$ cat config.mk
export PLATFORM = sky130hd
export DESIGN_NAME = mem_req_reg_slice
export DESIGN_NICKNAME = d
export VERILOG_FILES = /design/src/hw/mem_types_pkg.sv /design/src/hw/mem_req_reg_slice.sv
export VERILOG_INCLUDE_DIRS = /design/src /design/src/hw
export SDC_FILE = /design/constraint.sdc
export NUM_CORES = 1
export LEC_CHECK = 0
export BUFFER_PORTS_ARGS = -buffer_cell sky130_fd_sc_hd__buf_2
export CAP_MARGIN = 10
export CORE_MARGIN = 2
export CORE_UTILIZATION = 35
export CTS_BUF_LIST = sky130_fd_sc_hd__clkbuf_16
export DETAILED_ROUTE_END_ITERATION = 12
export HOLD_SLACK_MARGIN = 0.12
export PLACE_DENSITY = 0.76
export SKIP_CTS_REPAIR_TIMING = 1
export SLEW_MARGIN = 30
export SYNTH_ARGS = -nofsm -noshare
export SYNTH_HDL_FRONTEND = slang
export SYNTH_SLANG_ARGS = --single-unit
$ cat constraint.sdc
create_clock -name mem_sink -period 1 [get_ports mem_sink]
set_clock_uncertainty 0.05 [all_clocks]
set_input_delay 0.2 -clock mem_sink [delete_from_list [all_inputs] [get_ports mem_sink]]
set_output_delay 0.2 -clock mem_sink [all_outputs]
set_load 0.02 [all_outputs]
$ cat src/hw/mem_params.svh
// Build-time sizes and timing for the memory request channel.
// Include wherever a width, depth or refresh constant is needed.
`ifndef MEM_PARAMS_SVH
`define MEM_PARAMS_SVH

`define MEM_ADDR_W          8
`define MEM_DATA_W          32

// Register slice depth, requests/responses and waitrequest separately
`define MEM_REG_STAGES      2
`define MEM_WAIT_STAGES     2

`define MEM_QUEUE_DEPTH     32
`define MEM_QUEUE_CNT_W     6
// Margin of two requests per cycle over the whole waitrequest round trip
`define MEM_WAIT_THRESHOLD  (`MEM_QUEUE_DEPTH - 2 * (`MEM_REG_STAGES + `MEM_WAIT_STAGES + 2))

`define MEM_REFRESH_PERIOD  64
`define MEM_REFRESH_CYCLES  6

`endif

$ cat src/hw/mem_types_pkg.sv
// Vector types shared by the slice and the sink.
// Import into a module body, or use scoped names in port lists.
`include "mem_params.svh"

package mem_types_pkg;

    // Word address into the sink RAM
    typedef logic [`MEM_ADDR_W-1:0] mem_addr_t;

    // One data word, read or write
    typedef logic [`MEM_DATA_W-1:0] mem_data_t;

    // Number of entries held in the sink queue
    typedef logic [`MEM_QUEUE_CNT_W-1:0] mem_occ_t;

endpackage

$ cat src/hw/mem_req_reg_slice.sv
// Register slice between a read/write request source and a memory sink.
// Waitrequest works as almost-full and travels in its own delay pipeline.
module mem_req_reg_slice
#(
    parameter int N_REG_STAGES  = 1,
    parameter int N_WAIT_STAGES = N_REG_STAGES
)
(
    input  logic                      mem_sink,
    input  logic                      rst_n,

    input  logic                      rd_read,
    input  mem_types_pkg::mem_addr_t  rd_address,
    output logic                      rd_waitrequest,
    output logic                      rd_readdatavalid,
    output mem_types_pkg::mem_data_t  rd_readdata,

    input  logic                      wr_write,
    input  mem_types_pkg::mem_addr_t  wr_address,
    input  mem_types_pkg::mem_data_t  wr_writedata,
    output logic                      wr_waitrequest,

    output logic                      sink_rd_read,
    output mem_types_pkg::mem_addr_t  sink_rd_address,
    output logic                      sink_wr_write,
    output mem_types_pkg::mem_addr_t  sink_wr_address,
    output mem_types_pkg::mem_data_t  sink_wr_writedata,
    input  logic                      sink_waitrequest,
    input  logic                      sink_readdatavalid,
    input  mem_types_pkg::mem_data_t  sink_readdata
);
    import mem_types_pkg::*;

    // Index 0 is the unregistered input side of each path
    logic [N_REG_STAGES:0]  rd_vld;
    mem_addr_t              rd_addr [N_REG_STAGES+1];
    logic [N_REG_STAGES:0]  wr_vld;
    mem_addr_t              wr_addr [N_REG_STAGES+1];
    mem_data_t              wr_data [N_REG_STAGES+1];
    logic [N_REG_STAGES:0]  resp_vld;
    mem_data_t              resp_data [N_REG_STAGES+1];

    logic [N_WAIT_STAGES:0] rd_wait_pipe;
    logic [N_WAIT_STAGES:0] wr_wait_pipe;

    // Requests seen while waitrequest is high are dropped here
    assign rd_vld[0]  = rd_read && !rd_waitrequest;
    assign rd_addr[0] = rd_address;
    assign wr_vld[0]  = wr_write && !wr_waitrequest;
    assign wr_addr[0] = wr_address;
    assign wr_data[0] = wr_writedata;

    assign resp_vld[0]  = sink_readdatavalid;
    assign resp_data[0] = sink_readdata;

    for (genvar s = 1; s <= N_REG_STAGES; s++)
    begin : stage
        always_ff @(posedge mem_sink or negedge rst_n)
        begin
            if (!rst_n)
            begin
                rd_vld[s]   <= 1'b0;
                wr_vld[s]   <= 1'b0;
                resp_vld[s] <= 1'b0;
            end
            else
            begin
                rd_vld[s]   <= rd_vld[s-1];
                wr_vld[s]   <= wr_vld[s-1];
                resp_vld[s] <= resp_vld[s-1];
            end
        end

        always_ff @(posedge mem_sink)
        begin
            rd_addr[s]   <= rd_addr[s-1];
            wr_addr[s]   <= wr_addr[s-1];
            wr_data[s]   <= wr_data[s-1];
            resp_data[s] <= resp_data[s-1];
        end
    end

    assign sink_rd_read      = rd_vld[N_REG_STAGES];
    assign sink_rd_address   = rd_addr[N_REG_STAGES];
    assign sink_wr_write     = wr_vld[N_REG_STAGES];
    assign sink_wr_address   = wr_addr[N_REG_STAGES];
    assign sink_wr_writedata = wr_data[N_REG_STAGES];

    assign rd_readdatavalid = resp_vld[N_REG_STAGES];
    assign rd_readdata      = resp_data[N_REG_STAGES];

    // Sink waitrequest enters at bit 0 of each shift register
    assign rd_wait_pipe[0] = sink_waitrequest;
    assign wr_wait_pipe[0] = sink_waitrequest;

    always_ff @(posedge mem_sink or negedge rst_n)
    begin
        if (!rst_n)
        begin
            rd_wait_pipe[N_WAIT_STAGES:1] <= '0;
            wr_wait_pipe[N_WAIT_STAGES:1] <= '0;
        end
        else
        begin
            rd_wait_pipe[N_WAIT_STAGES:1] <= rd_wait_pipe[N_WAIT_STAGES-1:0];
            wr_wait_pipe[N_WAIT_STAGES:1] <= wr_wait_pipe[N_WAIT_STAGES-1:0];
        end
    end

    assign rd_waitrequest = rd_wait_pipe[N_WAIT_STAGES];
    assign wr_waitrequest = wr_wait_pipe[N_WAIT_STAGES];

endmodule

==> results.yml <==
drt:
  num_vias: 1760
  ant_nets: 0
  drtIter0Drc: 64
  viasPerCell: 4.131
  routedWlPerCell_um: 18.34
  routed_wl_um: 7813
  drc: 0
  firstDrtPassIters: 4
hold_path:
  hp-class: "primary input to async pin"
placed_design:
  place_ws_ns: 0.2031
  place_area_um2: 2649
  gp_congestion: 0.6983
  placed_cells: 323
  dpl.hpwl_um: 3164
  port_buffers: 170
sta:
  fin_crit_ns: 1.188
  worst_slew_pin_slew_ns: 0.1542
  rsz0062_at_grt: "yes"
  maxSlewHeadroom_pct: 89.72
  worst_slack_ns: -0.1883
  finalHoldViolCount: 0
  setup_viol: 85
  period_share_pct: 118.8
  max_clock_freq_mhz: 841.5
  drv_slew: 0
logic_synthesis:
  avgSynthCellArea_um2: 19.79
  yosysTopAreaCellShare_pct: 93.02
  ys_warn_count: 0
  synth_ff_type: "dfxtp_1"
  postSynthCellCount: 87
  synth.most_common_cell: "dfxtp_1"
  synth_top_area_cell: "dfxtp_1"
  syn-cell-area_um2: 1722
  synth_seq_cells: 84
  yosysUniqueCellTypes: 4
  netlist_top_cells_area: "dfxtp_1 93%, dfrtp_1 5.8%, nor2b_1 0.73%"
  async_reset_ff_share_pct: 4.762
  synth_edf_count: 0
  synth_nets: 173
  ys_seq_area_share_pct: 98.84
  synth_common_cells: "80 x dfxtp_1, 4 x dfrtp_1, 2 x nor2b_1"
critical_path:
  crit_path_start_kind: "register"
  slowest_stage: "dfrtp_1"
  path_buf_inv: 1
  worstSetupEndpointType: "output pin"
  cp_data_arrival_time_ns: 0.94
  worst-path-max-fanout: 4
  path_class: "register to output pin"
  critPathTopFamily: "flip-flops"
  critPathMaxStageDelay_ns: 0.41
  path_cells: "buf_2"
  required_ns: 0.75
power_and_ir_drop:
  powerDensity_nw_per_um2: 1780
  ir_drop_uv: 1432
  power.total_mw: 7.845
  p_leak_nw: 2.073
finish:
  nets: 439
  multi_input_area_um2: 12.51
  post-route-cell-area_um2: 4408
  regArea_um2: 1802
  n_fill_cell: 131
  drive_gt1_share_pct: 73.74
  fin_cells: 426
  synthToLayoutAreaGrowth_pct: 156.0
die:
  dieArea_um2: 5496
  initial_utilization_pct: 36.45
  die-width_um: 74.14
  core-area_um2: 4723
  rows: 25
  pin_count: 171
  die_h_um: 74.14
status:
  violations: "negative setup slack"
  status: "finished with violations"
clock_network:
  cts_tree: "done"
  clk_latency_ns: 0.32
  clk_pin_slew_ns: 0.06
  cts_root_buf: "clkbuf_16"
  h-tree-depth: 3
  clkSinkCount: 84
  cts_buffers: 9
  clockBufferDepth: 2
flow_run:
  drv_cap: 0
global_route:
  grt_pass1_wl_um: 5499
  grt_usage_pct: 13.85
  grt_max_degree: 14
  grt_pass1_vias: 1299
  overflow: 0
  antenna_found_initial: 1
-- power breakdown --
group | total (mW) | internal, mW | switching [mW]
clock | 3.08 | 1.80 | 1.28
combinational | 1.10 | 0.660 | 0.437
sequential | 3.67 | 3.57 | 0.102
-- sequential cells by signal, indices dropped and copies added, names as in the netlist --
signal and count:
sink_wr_write 1, sink_rd_read 1, wr_waitrequest 1, rd_readdata 32
sink_wr_writedata 32, sink_rd_address 8, sink_wr_address 8, rd_readdatavalid 1
-- kinds of logic (layout without fill, tap and decap cells) --
| group | Yosys count | after routing | share of synthesized area, % |
|---|---|---|---|
| buffers and inverters | 1 | 272 | 0.4362 |
| DFF | 84 | 84 | 98.84 |
| other | 0 | 1 | 0 |
| and+or+nand+nor | 2 | 2 | 0.7266 |
-- per-layer routing --
metal  part of all wire, %  track usage [%]  vias up  routed length, um
li1                      -                -      800                  -
met1                    33            12.25      833               2541
met2                    57            25.60      111               4476
met3                   7.9            5.962       16                620
met4                   2.2            8.485        0                175
met5                     0                0        -                  0
-- metrics by stage --
step | setup TNS (ns) | utilization, % | hold slack, ns
finish | -1.719 | 93.32 | 0.1823
floorplan | 0 | - | -0.1456
CTS | -3.392 | 61.99 | -0.3826
global placement | 0 | 56.08 | -0.04476
detailed placement | 0 | 56.08 | -0.04332
global route | -3.668 | 93.32 | 0.1727
-- area by class of cell --
type / count / share of cell area, %
flip-flops and latches: 84 / 40.87
clock buffers: 10 / 5.677
multi-input cells: 2 / 0.2838
clock inverters: 6 / 0.6529
repair buffers: 256 / 50.55
diodes: 1 / 0.05677
well taps: 67 / 1.902
-- path summary, 6_finish.rpt --
check,slack [ns],cells past startpoint,endpoint,from
max,-0.19,1,rd_waitrequest,wr_waitrequest
min,0.18,2,wr_waitrequest,rst_n
max reg2reg,0.18,2,sink_wr_write,wr_waitrequest
min reg2reg,0.47,1,sink_rd_read,wr_waitrequest
max in group asynchronous,0.60,2,sink_rd_read,rst_n
min in group mem_sink,0.46,2,rd_readdata[28],sink_readdata[28]
-- layout by cell type, fill, tap and decap left out, drive strengths merged --
cell,netlist,layout
clkinv,0,4
nor2b,2,2
diode,0,1
clkbuf,0,10
inv,0,1
dfxtp,80,80
dfrtp,4,4
clkinvlp,0,1
dlygate4sd3,0,85
buf,1,171
No activity file was read; power rests on OpenSTA's default activity.
