**src/hw/mem_params.svh**
```systemverilog
// Build-time sizes and timing for the memory request channel.
// Include wherever a width, depth or refresh constant is needed.
`ifndef MEM_PARAMS_SVH
`define MEM_PARAMS_SVH

`define MEM_ADDR_W          8
`define MEM_DATA_W          32

// Register slice depth, requests/responses and waitrequest separately
`define MEM_REG_STAGES      2
`define MEM_WAIT_STAGES     2

`define MEM_QUEUE_DEPTH     32
`define MEM_QUEUE_CNT_W     6
// Margin of two requests per cycle over the whole waitrequest round trip
`define MEM_WAIT_THRESHOLD  (`MEM_QUEUE_DEPTH - 2 * (`MEM_REG_STAGES + `MEM_WAIT_STAGES + 2))

`define MEM_REFRESH_PERIOD  64
`define MEM_REFRESH_CYCLES  6

`endif

```
**src/hw/mem_refresh_timer.sv**
```systemverilog
// Refresh timing for the memory sink: a due pulse every period and
// a done pulse when a running refresh has lasted its full length.
`include "mem_params.svh"

module mem_refresh_timer
(
    input  logic mem_sink,
    input  logic rst_n,
    input  logic refresh_active,
    output logic refresh_due,
    output logic refresh_done
);
    localparam int PER_W = $clog2(`MEM_REFRESH_PERIOD);
    localparam int LEN_W = $clog2(`MEM_REFRESH_CYCLES);

    logic [PER_W-1:0] period_cnt;
    logic [LEN_W-1:0] len_cnt;

    assign refresh_due  = (period_cnt == PER_W'(`MEM_REFRESH_PERIOD - 1));
    assign refresh_done = refresh_active && (len_cnt == LEN_W'(`MEM_REFRESH_CYCLES - 1));

    always_ff @(posedge mem_sink or negedge rst_n)
    begin
        if (!rst_n)
        begin
            period_cnt <= '0;
            len_cnt    <= '0;
        end
        else
        begin
            // Free running, independent of refresh state
            if (refresh_due)
                period_cnt <= '0;
            else
                period_cnt <= period_cnt + 1'b1;

            // Length counter only advances during a refresh
            if (!refresh_active || refresh_done)
                len_cnt <= '0;
            else
                len_cnt <= len_cnt + 1'b1;
        end
    end

endmodule

```
**config.mk**
```make
export PLATFORM = sky130hd
export DESIGN_NAME = mem_refresh_timer
export DESIGN_NICKNAME = d
export VERILOG_FILES = /design/src/hw/mem_refresh_timer.sv
export VERILOG_INCLUDE_DIRS = /design/src /design/src/hw
export SDC_FILE = /design/constraint.sdc
export NUM_CORES = 1
export LEC_CHECK = 0
export ABC_AREA = 1
export BUFFER_PORTS_ARGS = -buffer_cell sky130_fd_sc_hd__buf_2
export CAP_MARGIN = 20
export CORE_AREA = 2 2 39 41
export CTS_BUF_LIST = sky130_fd_sc_hd__clkbuf_8
export DETAILED_ROUTE_END_ITERATION = 8
export DIE_AREA = 0 0 41 43
export PLACE_DENSITY = 0.5
export REMOVE_ABC_BUFFERS = 1
export SLEW_MARGIN = 20
export SYNTH_ARGS = -nofsm -noshare
export SYNTH_HDL_FRONTEND = slang
export SYNTH_SLANG_ARGS = --single-unit
```
**constraint.sdc**
```tcl
create_clock -name mem_sink -period 2.86 [get_ports mem_sink]
set_input_delay 0.858 -clock mem_sink [delete_from_list [all_inputs] [get_ports mem_sink]]
set_output_delay 0.858 -clock mem_sink [all_outputs]
set_load 0.03 [all_outputs]
```
==> impl_metrics.csv, run 1 <==
group,metric,value,unit
status,status,"finished, final reports clean",
global_routing,grt_first_pass_wirelength,979,um
sta,setup_slack,0.694,ns
yosys,yosys_warnings,0,
yosys,synth.area.top_cells,"dfrtp_1 (58%), nor2_1 (11%), ha_1 (9.7%)",
drt,drt-pass1-iter-count,3,
cells_and_area,layout-drive-gt1-share,14.9,%
critical_path,critical_path_peak_fanout,4,
placement,gp_congestion,0.621,
yosys,synthCells,39,
drt,routed_via_density,4.27,
placement,dp_hpwl,432,um
yosys,ys_async_sr_fraction,100,%
yosys,synth_flop_cell,"dfrtp_1",
floorplanning,initial_utilization,27.8,%
sta,finalSetupTns,0,ns
worst_hold_path,hp-class,"in2async",
yosys,synth.most_common_cell,"nor2_1",
placement,io_buffers,4,
global_routing,grt.total_usage,8.50,%
sta,worst_pin_slew,0.194,ns
clocking,cts_sinks,9,
floorplanning,io_pins,5,
drt,wl_per_cell,8.89,um
cells_and_area,final_net_count,54,
sta,hold_violations,0,
sta,setup_violations,0,
global_routing,grt.overflow.total,0,
critical_path,crit_path_max_incr_delay,0.38,ns
yosys,syn_area_per_cell,9.88,um^2
sta,finalCriticalPeriod,2.17,ns
flow_run,cap_viol_max_count,0,
sta,finClkSkew,0.00315,ns
clocking,cts_resized,0,
power_and_ir_drop,vdd_drop_max,0.225,mV
sta,final_max_slew_viol_count,0,
floorplanning,coreArea,0.00138,mm^2
placement,place_inst,59,
placement,dp_slack,0.746,ns
cells_and_area,fillCellCount,142,
global_routing,grt_pass1_vias,268,
yosys,netlist.area_leader.share,58.4,%
clocking,clk_latency,0.23,ns
sta,rsz0062_at_grt,"false",
yosys,synth_cell_types,10,
cells_and_area,final_cell_area,470,um^2
power_and_ir_drop,p_total,0.000285,W
cells_and_area,area_growth,22.1,%
clocking,numCtsBuffers,3,
clocking,cts_setup_buffers,0,
yosys,synthesis.area,385,um^2
cells_and_area,antenna_cells,0,
yosys,synth_commonest_cells,"nor2_1 (11), dfrtp_1 (9), nand2_1 (6), ha_1 (3), inv_1 (3)",
yosys,seq_area_frac_synth,58.4,%
cells_and_area,final_cells,63,
yosys,yosys.area.top_type,"dfrtp_1",
clocking,htreeDepth,1,
drt,ant_nets,0,
critical_path,path_delay_family,"flip-flops",
drt,drtIter0Drc,3,
global_routing,grt_start_max_net_pins,10,
clocking,cts_tree,"done",
clocking,cts-root-buf,"clkbuf_8",
critical_path,cp_cell_sequence,"ha_1, nand2_1, nor2_1, buf_2",
clocking,hold_buffers,0,
clocking,clk_transition_reported_paths,0.04,ns
global_routing,grt_antenna_before_repair,0,
critical_path,slowest_stage,"dfrtp_1",
drt,route.vias.total,269,
cells_and_area,multi_input_area,149,um^2
critical_path,crit_required,2.00,ns
critical_path,cp-start-kind,"register",
sta,maxSlewHeadroom,87.0,%
cells_and_area,seq_area,225,um^2
floorplanning,std_cell_rows,14,
sta,fmax,0.462,GHz
floorplanning,die_x,41,um
critical_path,crit_buf_inv,1,
floorplanning,die_h,43,um
drt,drc_errors,0,
yosys,synth_edf_count,0,
critical_path,criticalPathCategory,"reg2out",
yosys,synth-seq-cells,9,
drt,wl,560,um
power_and_ir_drop,leakage,0.230,nW
clocking,clockBufferDepth,2,
sta,fin_crit_sh,75.7,%
critical_path,worstSetupEndpointType,"primary output",
floorplanning,dieArea,0.00176,mm^2
placement,placed_cell_area,425,um^2
critical_path,worstPathArrival,1.31,ns
power_and_ir_drop,power_density,605,mW/mm^2
-- metrics by stage --
stage | util [%] | hold slack (ns)
2_1_floorplan | - | 0.437
3_3_place_gp | 30.7 | 0.466
3_5_place_dp | 30.7 | 0.471
4_1_cts | 34.0 | 0.474
5_1_grt | 34.0 | 0.482
6_report | 34.0 | 0.468
-- area by class of cell --
type                    instances  share of cell area, %
repair buffers                  4                   4.26
well taps                      16                   4.26
flip-flops and latches          9                   47.9
multi-input cells              27                   31.6
clock inverters                 1                  0.798
inverters                       3                   2.39
clock buffers                   3                   8.78
-- power breakdown --
| group | leakage (nW) | total (W) | internal (W) | switching [W] |
|---|---|---|---|---|
| clock | 0.0269 | 0.000138 | 0.0000930 | 0.0000452 |
| combinational | 0.0947 | 0.0000122 | 0.00000509 | 0.00000715 |
| sequential | 0.109 | 0.000134 | 0.000132 | 0.00000242 |
-- placed cells by master (no fill, tap or decap) --
master | Yosys | layout
a21oi_1 | 1 | 1
nand3_1 | 2 | 2
clkbuf_8 | 0 | 3
dfrtp_1 | 9 | 9
nand4_1 | 1 | 1
xnor2_1 | 1 | 1
xor2_1 | 2 | 2
inv_1 | 3 | 4
nand2_1 | 6 | 6
ha_1 | 3 | 3
nor2_1 | 11 | 11
buf_2 | 0 | 4
-- cells by family (layout without fill, tap and decap cells) --
| family | after synthesis | count (layout) | synth area share (%) |
|---|---|---|---|
| buffers and inverters | 3 | 11 | 2.92 |
| and+or+nand+nor | 20 | 20 | 20.8 |
| AOI/OAI and AO/OA | 1 | 1 | 1.30 |
| DFF | 9 | 9 | 58.4 |
| xor gates and xnor gates | 3 | 3 | 6.82 |
| adders and majority gates | 3 | 3 | 9.74 |
-- per-layer routing --
layer	share of wire, %	wire, um	global-route usage [%]
met1	49	273	10.6
met3	4.1	23	1.57
met2	47	262	11.6
met4	0	0	8.00
met5	0	0	0
-- sequential cells by signal, summed over array words and instances, names as in the netlist --
register,cells
period_cnt,6
len_cnt,3
-- final timing paths --
kind	startpoint	end	slack, ns	cells after the start
worst max-delay path	period_cnt[0]	refresh_due	0.69	4
worst min-delay path	rst_n	period_cnt[5]	0.47	1
worst max register to register	period_cnt[0]	period_cnt[4]	1.80	4
worst min register to register	len_cnt[0]	len_cnt[0]	0.47	1
max in group asynchronous	rst_n	len_cnt[2]	2.22	1
min in group mem_sink	len_cnt[0]	len_cnt[0]	0.47	1
(Power assumes the default switching activity.)
==> inputs of run 2 (changes only) <==
--- a/config.mk
+++ b/config.mk
@@ -13,7 +13,7 @@
 export CTS_BUF_LIST = sky130_fd_sc_hd__clkbuf_8
 export DETAILED_ROUTE_END_ITERATION = 8
 export DIE_AREA = 0 0 41 43
-export PLACE_DENSITY = 0.5
+export PLACE_DENSITY = 0.51
 export REMOVE_ABC_BUFFERS = 1
 export SLEW_MARGIN = 20
 export SYNTH_ARGS = -nofsm -noshare
==> constraint.sdc (replaced) <==
create_clock -name mem_sink -period 1.8 [get_ports mem_sink]
set_input_delay 0.54 -clock mem_sink [delete_from_list [all_inputs] [get_ports mem_sink]]
set_output_delay 0.54 -clock mem_sink [all_outputs]
set_load 0.03 [all_outputs]
==> impl_metrics.csv, run 2 (same netlist as run 1, synthesis figures left out) <==
group,metric,value,unit
sta,setup_violations,0,
cells_and_area,layout_commonest_cell,"nor2_1",
drt,wl_per_cell,9.32,um
critical_path,reg2reg_slack,0.71,ns
sta,maxSlewHeadroom,86.7,%
placement,dp_hpwl,422,um
floorplanning,coreArea,0.00138,mm^2
global_routing,grt.total_usage,10.7,%
cells_and_area,fillCellCount,139,
critical_path,r2r_end,"period_cnt[3]",
cells_and_area,layout-drive-gt1-share,20.4,%
sta,final_max_slew_viol_count,0,
cells_and_area,largest_reg_flops,6,
cells_and_area,final_cell_mix,"nor2_1 (10), dfrtp_1 (9), nand2_1 (6)",
placement,gp_congestion,0.638,
sta,finClkSkew,0.00434,ns
clocking,clk_transition_reported_paths,0.04,ns
cells_and_area,area_growth,27.3,%
critical_path,worstSetupEndpointType,"primary output",
critical_path,cp-start-kind,"register",
power_and_ir_drop,power_density,928,mW/mm^2
sta,setup_slack,0.0738,ns
sta,hold_violations,0,
power_and_ir_drop,p_sw_share,19.8,%
cells_and_area,final_cell_area,490,um^2
sta,fin_crit_sh,95.9,%
drt,routed_via_density,4.31,
status,status,"finished, final reports clean",
power_and_ir_drop,p_sw,0.0000900,W
sta,worst_pin_slew,0.200,ns
power_and_ir_drop,internal_power,0.000365,W
cells_and_area,final_net_count,56,
global_routing,grt_antenna_before_repair,0,
clocking,hold_buffers,0,
drt,wl,606,um
clocking,clockBufferDepth,2,
critical_path,timing.critical_path.to,"refresh_due",
clocking,htreeDepth,1,
clocking,cts_tree,"done",
power_and_ir_drop,power_frac_comb,4.4,%
drt,route.vias.total,280,
clocking,cts-root-buf,"clkbuf_8",
clocking,cts_sinks,9,
sta,finalCriticalPeriod,1.73,ns
power_and_ir_drop,p_seq_share,46.8,%
global_routing,grt.overflow.total,0,
critical_path,ff2ff_path_depth,5,
placement,placed_cell_area,425,um^2
global_routing,grt_first_pass_wirelength,1150,um
flow_run,cap_viol_max_count,0,
cells_and_area,top_regs,"period_cnt x6, len_cnt x3",
placement,io_buffers,4,
floorplanning,io_pins,5,
critical_path,crit_required,1.26,ns
global_routing,grt_start_max_net_pins,10,
drt,drc_errors,0,
global_routing,grt_pass1_vias,287,
critical_path,criticalPathCategory,"reg2out",
cells_and_area,antenna_cells,0,
sta,hold_slack,0.150,ns
worst_hold_path,hp-class,"in2async",
drt,drtIter0Drc,0,
floorplanning,die_x,41,um
power_and_ir_drop,clkPwrFrac,48.8,%
critical_path,critical_path_peak_fanout,3,
floorplanning,initial_utilization,27.8,%
cells_and_area,top_register,"period_cnt",
power_and_ir_drop,vdd_drop_max,0.409,mV
critical_path,reg2reg_from,"period_cnt[0]",
critical_path,worstPathArrival,1.19,ns
sta,fmax,0.579,GHz
placement,dp_slack,0.196,ns
floorplanning,std_cell_rows,14,
floorplanning,dieArea,0.00176,mm^2
clocking,clk_latency,0.23,ns
floorplanning,die_h,43,um
power_and_ir_drop,leakage,0.240,nW
drt,drt-pass1-iter-count,1,
clocking,numCtsBuffers,3,
power_and_ir_drop,p_total,0.000455,W
critical_path,crit_start,"period_cnt[0]",
drt,ant_nets,0,
[run 2: metal layers]
metal  wire, um  GRT usage, %  vias to the layer above
met5          0             0                        -
met4         23          12.0                        0
met3         28          3.14                        4
met2        300          13.1                        7
met1        253          13.1                      128
li1           -             -                      141
[run 2: how the worst min path moves through the flow]
stage	from	endpoint	slack, ns	cells past startpoint
after global placement	rst_n	period_cnt[3]	0.40	1
after global routing	rst_n	period_cnt[5]	0.17	1
final	rst_n	period_cnt[5]	0.15	1
after detailed placement	rst_n	period_cnt[5]	0.40	1
after floorplan	rst_n	len_cnt[0]	0.24	0
after CTS	rst_n	period_cnt[5]	0.15	1
[run 2: worst max-delay path: stages (launching register included)]
cell	delay [ns]
dfrtp_1	0.39
ha_1	0.22
nand2_1	0.13
nor2_2	0.05
buf_4	0.16
[run 2: what timing repair did]
item | 4_1_cts | 5_1_grt
buffers inserted | 0 | 2
endpoints found under the setup margin | 1 | 1
endpoints found under the hold margin | 0 | 0
resized for setup | 2 | 0
pin swaps | 0 | 1
[run 2: final cells by class]
class | instances | area, um^2 | area share, %
Multi-Input combinational cell | 27 | 151 | 30.9
Sequential cell | 9 | 225 | 45.9
Inverter | 3 | 11.3 | 2.30
Timing Repair Buffer | 6 | 37.5 | 7.65
Tap cell | 16 | 20.0 | 4.08
Clock inverter | 1 | 3.75 | 0.765
Clock buffer | 3 | 41.3 | 8.42
[run 2: per-stage QoR]
step,cells,setup TNS [ns],util (%)
final,65,0,35.4
after global routing,65,-0.0123,35.4
after CTS,63,0,34.4
after detailed placement,59,0,30.7
after global placement,59,0,30.7
after floorplan,39,0,-
[run 2: power groups by stage]
stage	sequential [W]	clock (W)	combinational [W]
floorplan	0.000215	0	0.0000118
global placement	0.000216	0	0.0000201
detailed placement	0.000216	0	0.0000206
CTS	0.000213	0.000232	0.0000209
global route	0.000214	0.000247	0.0000252
finish	0.000213	0.000222	0.0000198
